**config.mk**
```make
export PLATFORM = sky130hd
export DESIGN_NAME = victim_cache
export DESIGN_NICKNAME = d
export VERILOG_FILES = /design/src/vc_pkg.sv /design/src/vc_entry_if.sv /design/src/vc_entry.sv /design/src/vc_front_end.sv /design/src/vc_hit_select.sv /design/src/victim_cache.sv
export SDC_FILE = /design/constraint.sdc
export NUM_CORES = 1
export LEC_CHECK = 0
export BUFFER_PORTS_ARGS = -buffer_cell sky130_fd_sc_hd__buf_2
export CORE_MARGIN = 2
export CORE_UTILIZATION = 40
export DETAILED_ROUTE_END_ITERATION = 8
export GPL_TIMING_DRIVEN = 0
export PLACE_DENSITY = 0.6
export SYNTH_ARGS = -nofsm -noshare
export SYNTH_HDL_FRONTEND = slang
export SYNTH_SLANG_ARGS = --single-unit
```
**constraint.sdc**
```tcl
create_clock -name cache_clk -period 5.5 [get_ports cache_clk]
set_clock_uncertainty 0.05 [all_clocks]
set_input_delay 1.1 -clock cache_clk [delete_from_list [all_inputs] [get_ports cache_clk]]
set_output_delay 1.1 -clock cache_clk [all_outputs]
set_load 0.01 [all_outputs]
```
**src/vc_pkg.sv**
```systemverilog
// Geometry and width types of the victim cache.
// Import it wherever the address split, line layout or entry count is needed,
// in the RTL and in the testbench alike.

package vc_pkg;

	// Address and data widths.
	localparam int VC_ADDR_W = 32;
	localparam int VC_WORD_W = 32;

	// Words held by one victim line.
	localparam int VC_LINE_WORDS = 4;

	// Number of fully associative entries.
	localparam int VC_ENTRIES = 4;

	// Byte offset bits below the word index.
	localparam int VC_BYTE_OFS = 2;

	// Word index bits, derived from the line size.
	localparam int VC_WORD_IDX_W = $clog2(VC_LINE_WORDS);

	// The tag is everything above the word index.
	localparam int VC_TAG_W = VC_ADDR_W - VC_BYTE_OFS - VC_WORD_IDX_W;

	// Entry number width, used by the round-robin pointer.
	localparam int VC_PTR_W = $clog2(VC_ENTRIES);

	// Byte address.
	typedef logic [VC_ADDR_W-1:0] addr_t;

	// One data word.
	typedef logic [VC_WORD_W-1:0] word_t;

	// Whole line, word 0 in the least significant bits.
	typedef logic [VC_LINE_WORDS*VC_WORD_W-1:0] line_t;

	// Line tag.
	typedef logic [VC_TAG_W-1:0] vc_tag_t;

	// Word index inside a line.
	typedef logic [VC_WORD_IDX_W-1:0] word_idx_t;

	// Entry number.
	typedef logic [VC_PTR_W-1:0] entry_ptr_t;

endpackage

```
**src/vc_entry_if.sv**
```systemverilog
// Per-entry bundle between the front end, one victim entry and the hit selector.
// The top level keeps one instance per entry in an array indexed by entry number.

`timescale 1ns/1ns

interface vc_entry_if
	import vc_pkg::*;
();

	// Fill side, one-cycle strobe with the new line and tag.
	logic    fill_en;
	line_t   fill_line;
	vc_tag_t fill_tag;

	// Lookup side, the same on every entry.
	logic      store;
	vc_tag_t   look_tag;
	word_idx_t word_sel;

	// Entry result.
	logic  hit;
	word_t word;

	modport front (output fill_en, fill_line, fill_tag, look_tag, word_sel, store);

	modport entry (input fill_en, fill_line, fill_tag, look_tag, word_sel, store,
		output hit, word);

	modport sel (input hit, word);

endinterface

```
**src/vc_entry.sv**
```systemverilog
// One victim line with its tag, valid and dirty state.
// Compares its tag against the lookup tag and returns the selected word.
// A store that hits the line marks it dirty, and a dirty line reports no hit
// until a fill reuses the slot.

`timescale 1ns/1ns

module vc_entry
	import vc_pkg::*;
(
	input  logic       cache_clk,
	input  logic       rst_n,
	vc_entry_if.entry  ent
);

	// Line payload and tag.
	line_t   line_q;
	vc_tag_t tag_q;

	// Control state.
	logic valid_q;
	logic dirty_q;

	// Valid with an equal tag regardless of dirty.
	logic raw_match;

	// The line split into its words.
	word_t line_words [VC_LINE_WORDS];

	// A fill loads the payload and tag.
	always_ff @(posedge cache_clk)
	begin
		if (ent.fill_en)
		begin
			line_q <= ent.fill_line;
			tag_q  <= ent.fill_tag;
		end
	end

	// A fill makes the entry valid; there is no invalidate.
	always_ff @(posedge cache_clk or negedge rst_n)
	begin
		if (!rst_n)
		begin
			valid_q <= 1'b0;
		end
		else if (ent.fill_en)
		begin
			valid_q <= 1'b1;
		end
	end

	// The fill takes priority, so a fill and a store hit at the
	// same edge leave the entry clean with the new line.
	always_ff @(posedge cache_clk or negedge rst_n)
	begin
		if (!rst_n)
		begin
			dirty_q <= 1'b0;
		end
		else if (ent.fill_en)
		begin
			dirty_q <= 1'b0;
		end
		else if (raw_match && ent.store)
		begin
			dirty_q <= 1'b1;
		end
	end

	assign raw_match = valid_q && (tag_q == ent.look_tag);

	// A dirty copy is stale.
	assign ent.hit = raw_match && !dirty_q;

	// Word multiplexer with word 0 in the low bits.
	always_comb
	begin
		for (int w = 0; w < VC_LINE_WORDS; w++)
		begin
			line_words[w] = line_q[w*VC_WORD_W +: VC_WORD_W];
		end
	end

	assign ent.word = line_words[ent.word_sel];

endmodule

```
**src/vc_front_end.sv**
```systemverilog
// Front end of the victim cache.
// Splits the lookup address, broadcasts it with the store level, and steers
// each fill to the entry under the round-robin pointer.

`timescale 1ns/1ns

module vc_front_end
	import vc_pkg::*;
(
	input  logic           cache_clk,
	input  logic           rst_n,
	input  logic           fill,
	input  line_t          fill_line,
	input  vc_tag_t        fill_tag,
	input  addr_t          addr,
	input  logic           store,
	vc_entry_if.front      ent [VC_ENTRIES]
);

	// Slot that the next fill overwrites.
	entry_ptr_t fill_ptr;

	// One-hot fill strobe, at most one bit high.
	logic [VC_ENTRIES-1:0] fill_dec;

	// Address fields used by the lookup.
	vc_tag_t   look_tag;
	word_idx_t word_sel;

	// The byte offset plays no part in the lookup.
	assign look_tag = addr[VC_ADDR_W-1 -: VC_TAG_W];
	assign word_sel = addr[VC_BYTE_OFS +: VC_WORD_IDX_W];

	// Strict FIFO replacement, the pointer wraps from the last entry to 0.
	always_ff @(posedge cache_clk or negedge rst_n)
	begin
		if (!rst_n)
		begin
			fill_ptr <= '0;
		end
		else if (fill)
		begin
			fill_ptr <= fill_ptr + entry_ptr_t'(1);
		end
	end

	// Decode the pointer into a strobe for the selected entry.
	always_comb
	begin
		fill_dec = '0;
		if (fill)
		begin
			fill_dec[fill_ptr] = 1'b1;
		end
	end

	// Fill data and lookup fields go to every entry.
	// only fill_en differs between them.
	for (genvar i = 0; i < VC_ENTRIES; i++)
	begin : g_drive
		assign ent[i].fill_en   = fill_dec[i];
		assign ent[i].fill_line = fill_line;
		assign ent[i].fill_tag  = fill_tag;
		assign ent[i].look_tag  = look_tag;
		assign ent[i].word_sel  = word_sel;
		assign ent[i].store     = store;
	end

endmodule

```
**src/vc_hit_select.sv**
```systemverilog
// Merges the per-entry results into the cache hit flag and output word.
// The lowest-numbered hitting entry wins, and the word is zero on a miss.

`timescale 1ns/1ns

module vc_hit_select
	import vc_pkg::*;
(
	vc_entry_if.sel  sel [VC_ENTRIES],
	output word_t    data_out,
	output logic     vc_hit
);

	// Entry results gathered into plain arrays.
	logic [VC_ENTRIES-1:0] hit_vec;
	word_t                 word_arr [VC_ENTRIES];

	for (genvar i = 0; i < VC_ENTRIES; i++)
	begin : g_gather
		assign hit_vec[i]  = sel[i].hit;
		assign word_arr[i] = sel[i].word;
	end

	assign vc_hit = |hit_vec;

	// Scan from the top down so the lowest hit is written last.
	// two clean matches only occur if a tag was filled twice.
	always_comb
	begin
		data_out = '0;
		for (int i = VC_ENTRIES - 1; i >= 0; i--)
		begin
			if (hit_vec[i])
			begin
				data_out = word_arr[i];
			end
		end
	end

endmodule

```
**src/victim_cache.sv**
```systemverilog
// Fully associative victim cache beside a first-level data cache.
// Evicted lines are filled whole in round-robin order, lookups are
// combinational, and a store that hits marks the line stale.

`timescale 1ns/1ns

module victim_cache
	import vc_pkg::*;
(
	input  logic    cache_clk,
	input  logic    rst_n,
	input  logic    fill,
	input  line_t   fill_line,
	input  vc_tag_t fill_tag,
	input  addr_t   addr,
	input  logic    store,
	output word_t   data_out,
	output logic    vc_hit
);

	// One bundle per entry.
	vc_entry_if ent_if [VC_ENTRIES] ();

	// Address split, broadcast and fill steering.
	vc_front_end vc_front_end_i
	(
		.cache_clk (cache_clk),
		.rst_n     (rst_n),
		.fill      (fill),
		.fill_line (fill_line),
		.fill_tag  (fill_tag),
		.addr      (addr),
		.store     (store),
		.ent       (ent_if)
	);

	// The victim entries.
	for (genvar i = 0; i < VC_ENTRIES; i++)
	begin : g_entry
		vc_entry vc_entry_i
		(
			.cache_clk (cache_clk),
			.rst_n     (rst_n),
			.ent       (ent_if[i])
		);
	end

	// Merge of hits and words.
	vc_hit_select vc_hit_select_i
	(
		.sel      (ent_if),
		.data_out (data_out),
		.vc_hit   (vc_hit)
	);

endmodule

```
==> impl_results.md <==
* Register bit total from synthesis at 634
* Grt total ovfl at 0
* Crit path max-delay cell type: nor4_1
* CTS tree: yes
* GP Congestion at 0.7692
* CTS buffer count at 67
* Top delay family on crit path: simple AND/OR/NAND/NOR gates
* Register area at 18990 um^2
* Fin util at 47.85%
* Top cell type's share of synthesized area at 75.05%
* Die ar. at 64440 um^2
* Synth unique cells at 43
* Total power at 12.32 mW
* Routed WL per cell at 26.32 um
* Sequence of cells on the critical path: buf_2 -> xor2_1 -> nor4_1 -> nand4_1 -> or2_4 -> and2_4 -> buf_6 -> clkbuf_1 -> a32oi_1 -> buf_2
* Async SR Flop Fraction at 1.577%
* Routed Wire Length at 62.22 mm
* DRT iter0 DRCs at 931
* Ys Warns at 0
* Avg Vias per Cell at 5.324
* Worst vdd ir at 0.1898 mV
* Worst Hold Class: in -> async
* Post-synthesis instance total at 1176
* Worst-path fanout max at 10
* Power Density at 417.2 nW/um^2
* Share of power burned in the clock network at 36.1%
* Register area share after synthesis at 76.05%
* # IOs at 225
* Via Count at 12590
* Final slew viol count at 0
* CTS root buffer: clkbuf_16
* Vias in the first global route at 13480
* Clock H-tree levels at 3
* # clock sinks at 634
* Global-route wire length before repair at 90.31 mm
* Synth area leaders: edfxtp_1 75%, mux4_2 12%, xor2_1 2.0%
* Multi-input logic area at 5545 um^2
* Sequential power share at 52.5%
* Synthesized cell area at 24970 um^2
* Critical Path End Type: primary output
* Tcrit/Tclk final at 94.23%
* CP Class: in -> out
* Global Route Usage Sum at 19.63%
* DR pass1 iterations at 4
* FMAX at 193.0 MHz
* Leakage at 9.697 nW
* Setup TNS Final at 0 ps
* Layout area overhead at 18.27%
* Chip Height at 253.8 um
* Buffer and inverter count on the worst path at 4
* EDFF count, synth at 624
* Type of origin of the critical path: input pin
* R2r worst-path depth at 6
* CP Data Required Time at 4350 ps
* DRT antenna net count at 0
* Unrepaired setup endpoints after global routing: false
* PortBufs at 219
* Max incr delay on CP at 650 ps
* Post-synth net total at 1372
* Slew headroom at 15.97%
* R2R Setup Slk at 2920 ps
* R2r startpoint: g_entry[2].vc_entry_i.tag_q[9]
* Run status: completed
* Switching Share at 23.50%
* Initial core utilization at 40.46%
* Clk slew on worst S/H paths at 60 ps
* Clk buf depth at 3
* Max-Cap Viols at 0
* Least-Margin Pin Slew at 1260 ps
* Most used cell, CP: buf_2
* Core region area at 61710 um^2
* Die width at 253.8 um
* Worst reg2reg endpoint: g_entry[2].vc_entry_i.dirty_q
* # fillers at 5236
* Critical path arrival at 4030 ps
* P_int at 9.424 mW
* Drt drc at 0
* Clock latency on the worst-skew pair at 590 ps
* Post-DP HPWL at 40.53 mm
* Combinational power share at 11.3%
* Final min period at 5182 ps
* Net Sw Power at 2.896 mW
* Syn_area_per_cell at 21.23 um^2
* Hold Vio Cnt, Final at 0
* Pin count of the biggest net entering global routing at 65
* Post-synth top area cell: edfxtp_1
* Layout cells sized above 1 at 34.61%
* Ys flop type: edfxtp_1
* Endpoints failing setup at 0
* Number of cell rows at 91
* Initial antenna violation count at 12
* Final #Nets at 1669
* CTS Hold Buffers Added at 0
* Hold WS at 331.5 ps
[placed cells by master (no fill, tap or decap), drive strengths merged, types with 2 or more instances in the layout]
| cell type | instances |
|---|---|
| a21oi | 2 |
| a41oi | 2 |
| clkinv | 27 |
| diode | 7 |
| clkbuf | 96 |
| nor3 | 7 |
| nand2 | 5 |
| buf | 255 |
| edfxtp | 624 |
| nand3 | 34 |
| mux4 | 128 |
| nor4 | 14 |
| dlygate4sd1 | 9 |
| and2 | 5 |
| ha | 4 |
| a32oi | 32 |
| bufinv | 7 |
| nand2b | 33 |
| o21ai | 33 |
| inv | 10 |
| nand4 | 48 |
| nor2 | 10 |
| clkinvlp | 2 |
| dlymetal6s2s | 3 |
| xnor2 | 54 |
| or2 | 5 |
| xor2 | 56 |
| dfrtp | 10 |
[cell families after synthesis]
| family | Yosys count | share of synthesized area [%] |
|---|---|---|
| AOI/OAI and AO/OA | 72 | 2.014 |
| xor gates and xnor gates | 110 | 3.858 |
| adders and majority gates | 4 | 0.2004 |
| buffers and inverters | 65 | 1.819 |
| DFF | 634 | 76.05 |
| muxes | 128 | 11.55 |
| and+or+nand+nor | 163 | 4.515 |
[power by group through the flow]
stage / sequential (mW) / clock [mW] / combinational (mW)
2_1_floorplan: 6.67 / 0 / 0.823
3_3_place_gp: 6.80 / 0 / 1.26
3_5_place_dp: 6.57 / 0 / 1.42
4_1_cts: 6.48 / 4.56 / 1.43
5_1_grt: 6.53 / 4.73 / 1.52
6_report: 6.47 / 4.45 / 1.39
[cells in the mapped netlist, types with 2 or more instances]
library cell	n
nand3_1	4
dfrtp_1	10
nand2_1	5
clkbuf_8	3
nand2b_2	2
edfxtp_1	624
nor3_1	6
a41oi_1	2
inv_1	6
or2_2	4
ha_1	4
a21oi_1	2
nand2b_1	31
buf_6	12
buf_1	2
nand4_1	47
nor2_1	10
mux4_2	128
clkbuf_1	16
and2_1	4
xor2_1	56
o21ai_0	30
xnor2_1	54
o21ai_1	3
dlymetal6s2s_1	3
dlygate4sd1_1	9
nand3_2	30
nor4_1	12
a32oi_1	32
buf_2	12
[state kept, by name, indices dropped and copies added, names as in the netlist]
signal	count
vc_front_end_i.fill_ptr	2
g_entry.vc_entry_i.valid_q	4
g_entry.vc_entry_i.tag_q	112
g_entry.vc_entry_i.dirty_q	4
g_entry.vc_entry_i.line_q	512
[what timing repair did]
action                     in CTS  in global routing
setup endpoints to repair       0                 10
resized for setup               0                  1
buffers inserted                0                  0
[layer usage]
metal  track usage [%]  part of all wire (%)  vias to the layer above
li1                  -                     -                     5474
met1             26.37                    43                     6618
met2             32.20                    49                      384
met3             3.943                   5.5                       99
met4             6.437                   2.1                       10
met5                 0                  0.12                        -
[worst max-delay path by stage]
stage / from / to / slack (ps) / depth (start not counted)
detailed placement: addr[19] / data_out[25] / 7 / 8
global placement: fill / g_entry[3].vc_entry_i.valid_q / -2070 / 3
floorplan: fill / g_entry[1].vc_entry_i.valid_q / 220 / 2
CTS: addr[19] / data_out[25] / 3 / 8
finish: addr[26] / data_out[6] / 320 / 10
global route: addr[26] / data_out[6] / 230 / 10
[through the flow]
| step | area (um^2) | worst slack (ps) | instances |
|---|---|---|---|
| global placement | 27110 | -2074 | 2232 |
| global route | 29520 | 229.5 | 2361 |
| CTS | 29500 | 2.773 | 2357 |
| finish | 29530 | 317.5 | 2364 |
| detailed placement | 27350 | 6.968 | 2241 |
| floorplan | 24970 | 223.5 | 1176 |
[final cells by class]
cell class,count,share of cell area [%]
sequential,634,64.30
clock inverter,39,1.356
multi-input combinational,477,18.78
tap,837,3.546
inverter,7,0.08898
clock buffer,77,5.949
buffer,58,1.449
timing repair buffer,228,4.474
antenna,7,0.05932
Note: power is estimated with default switching activity, not from simulation.
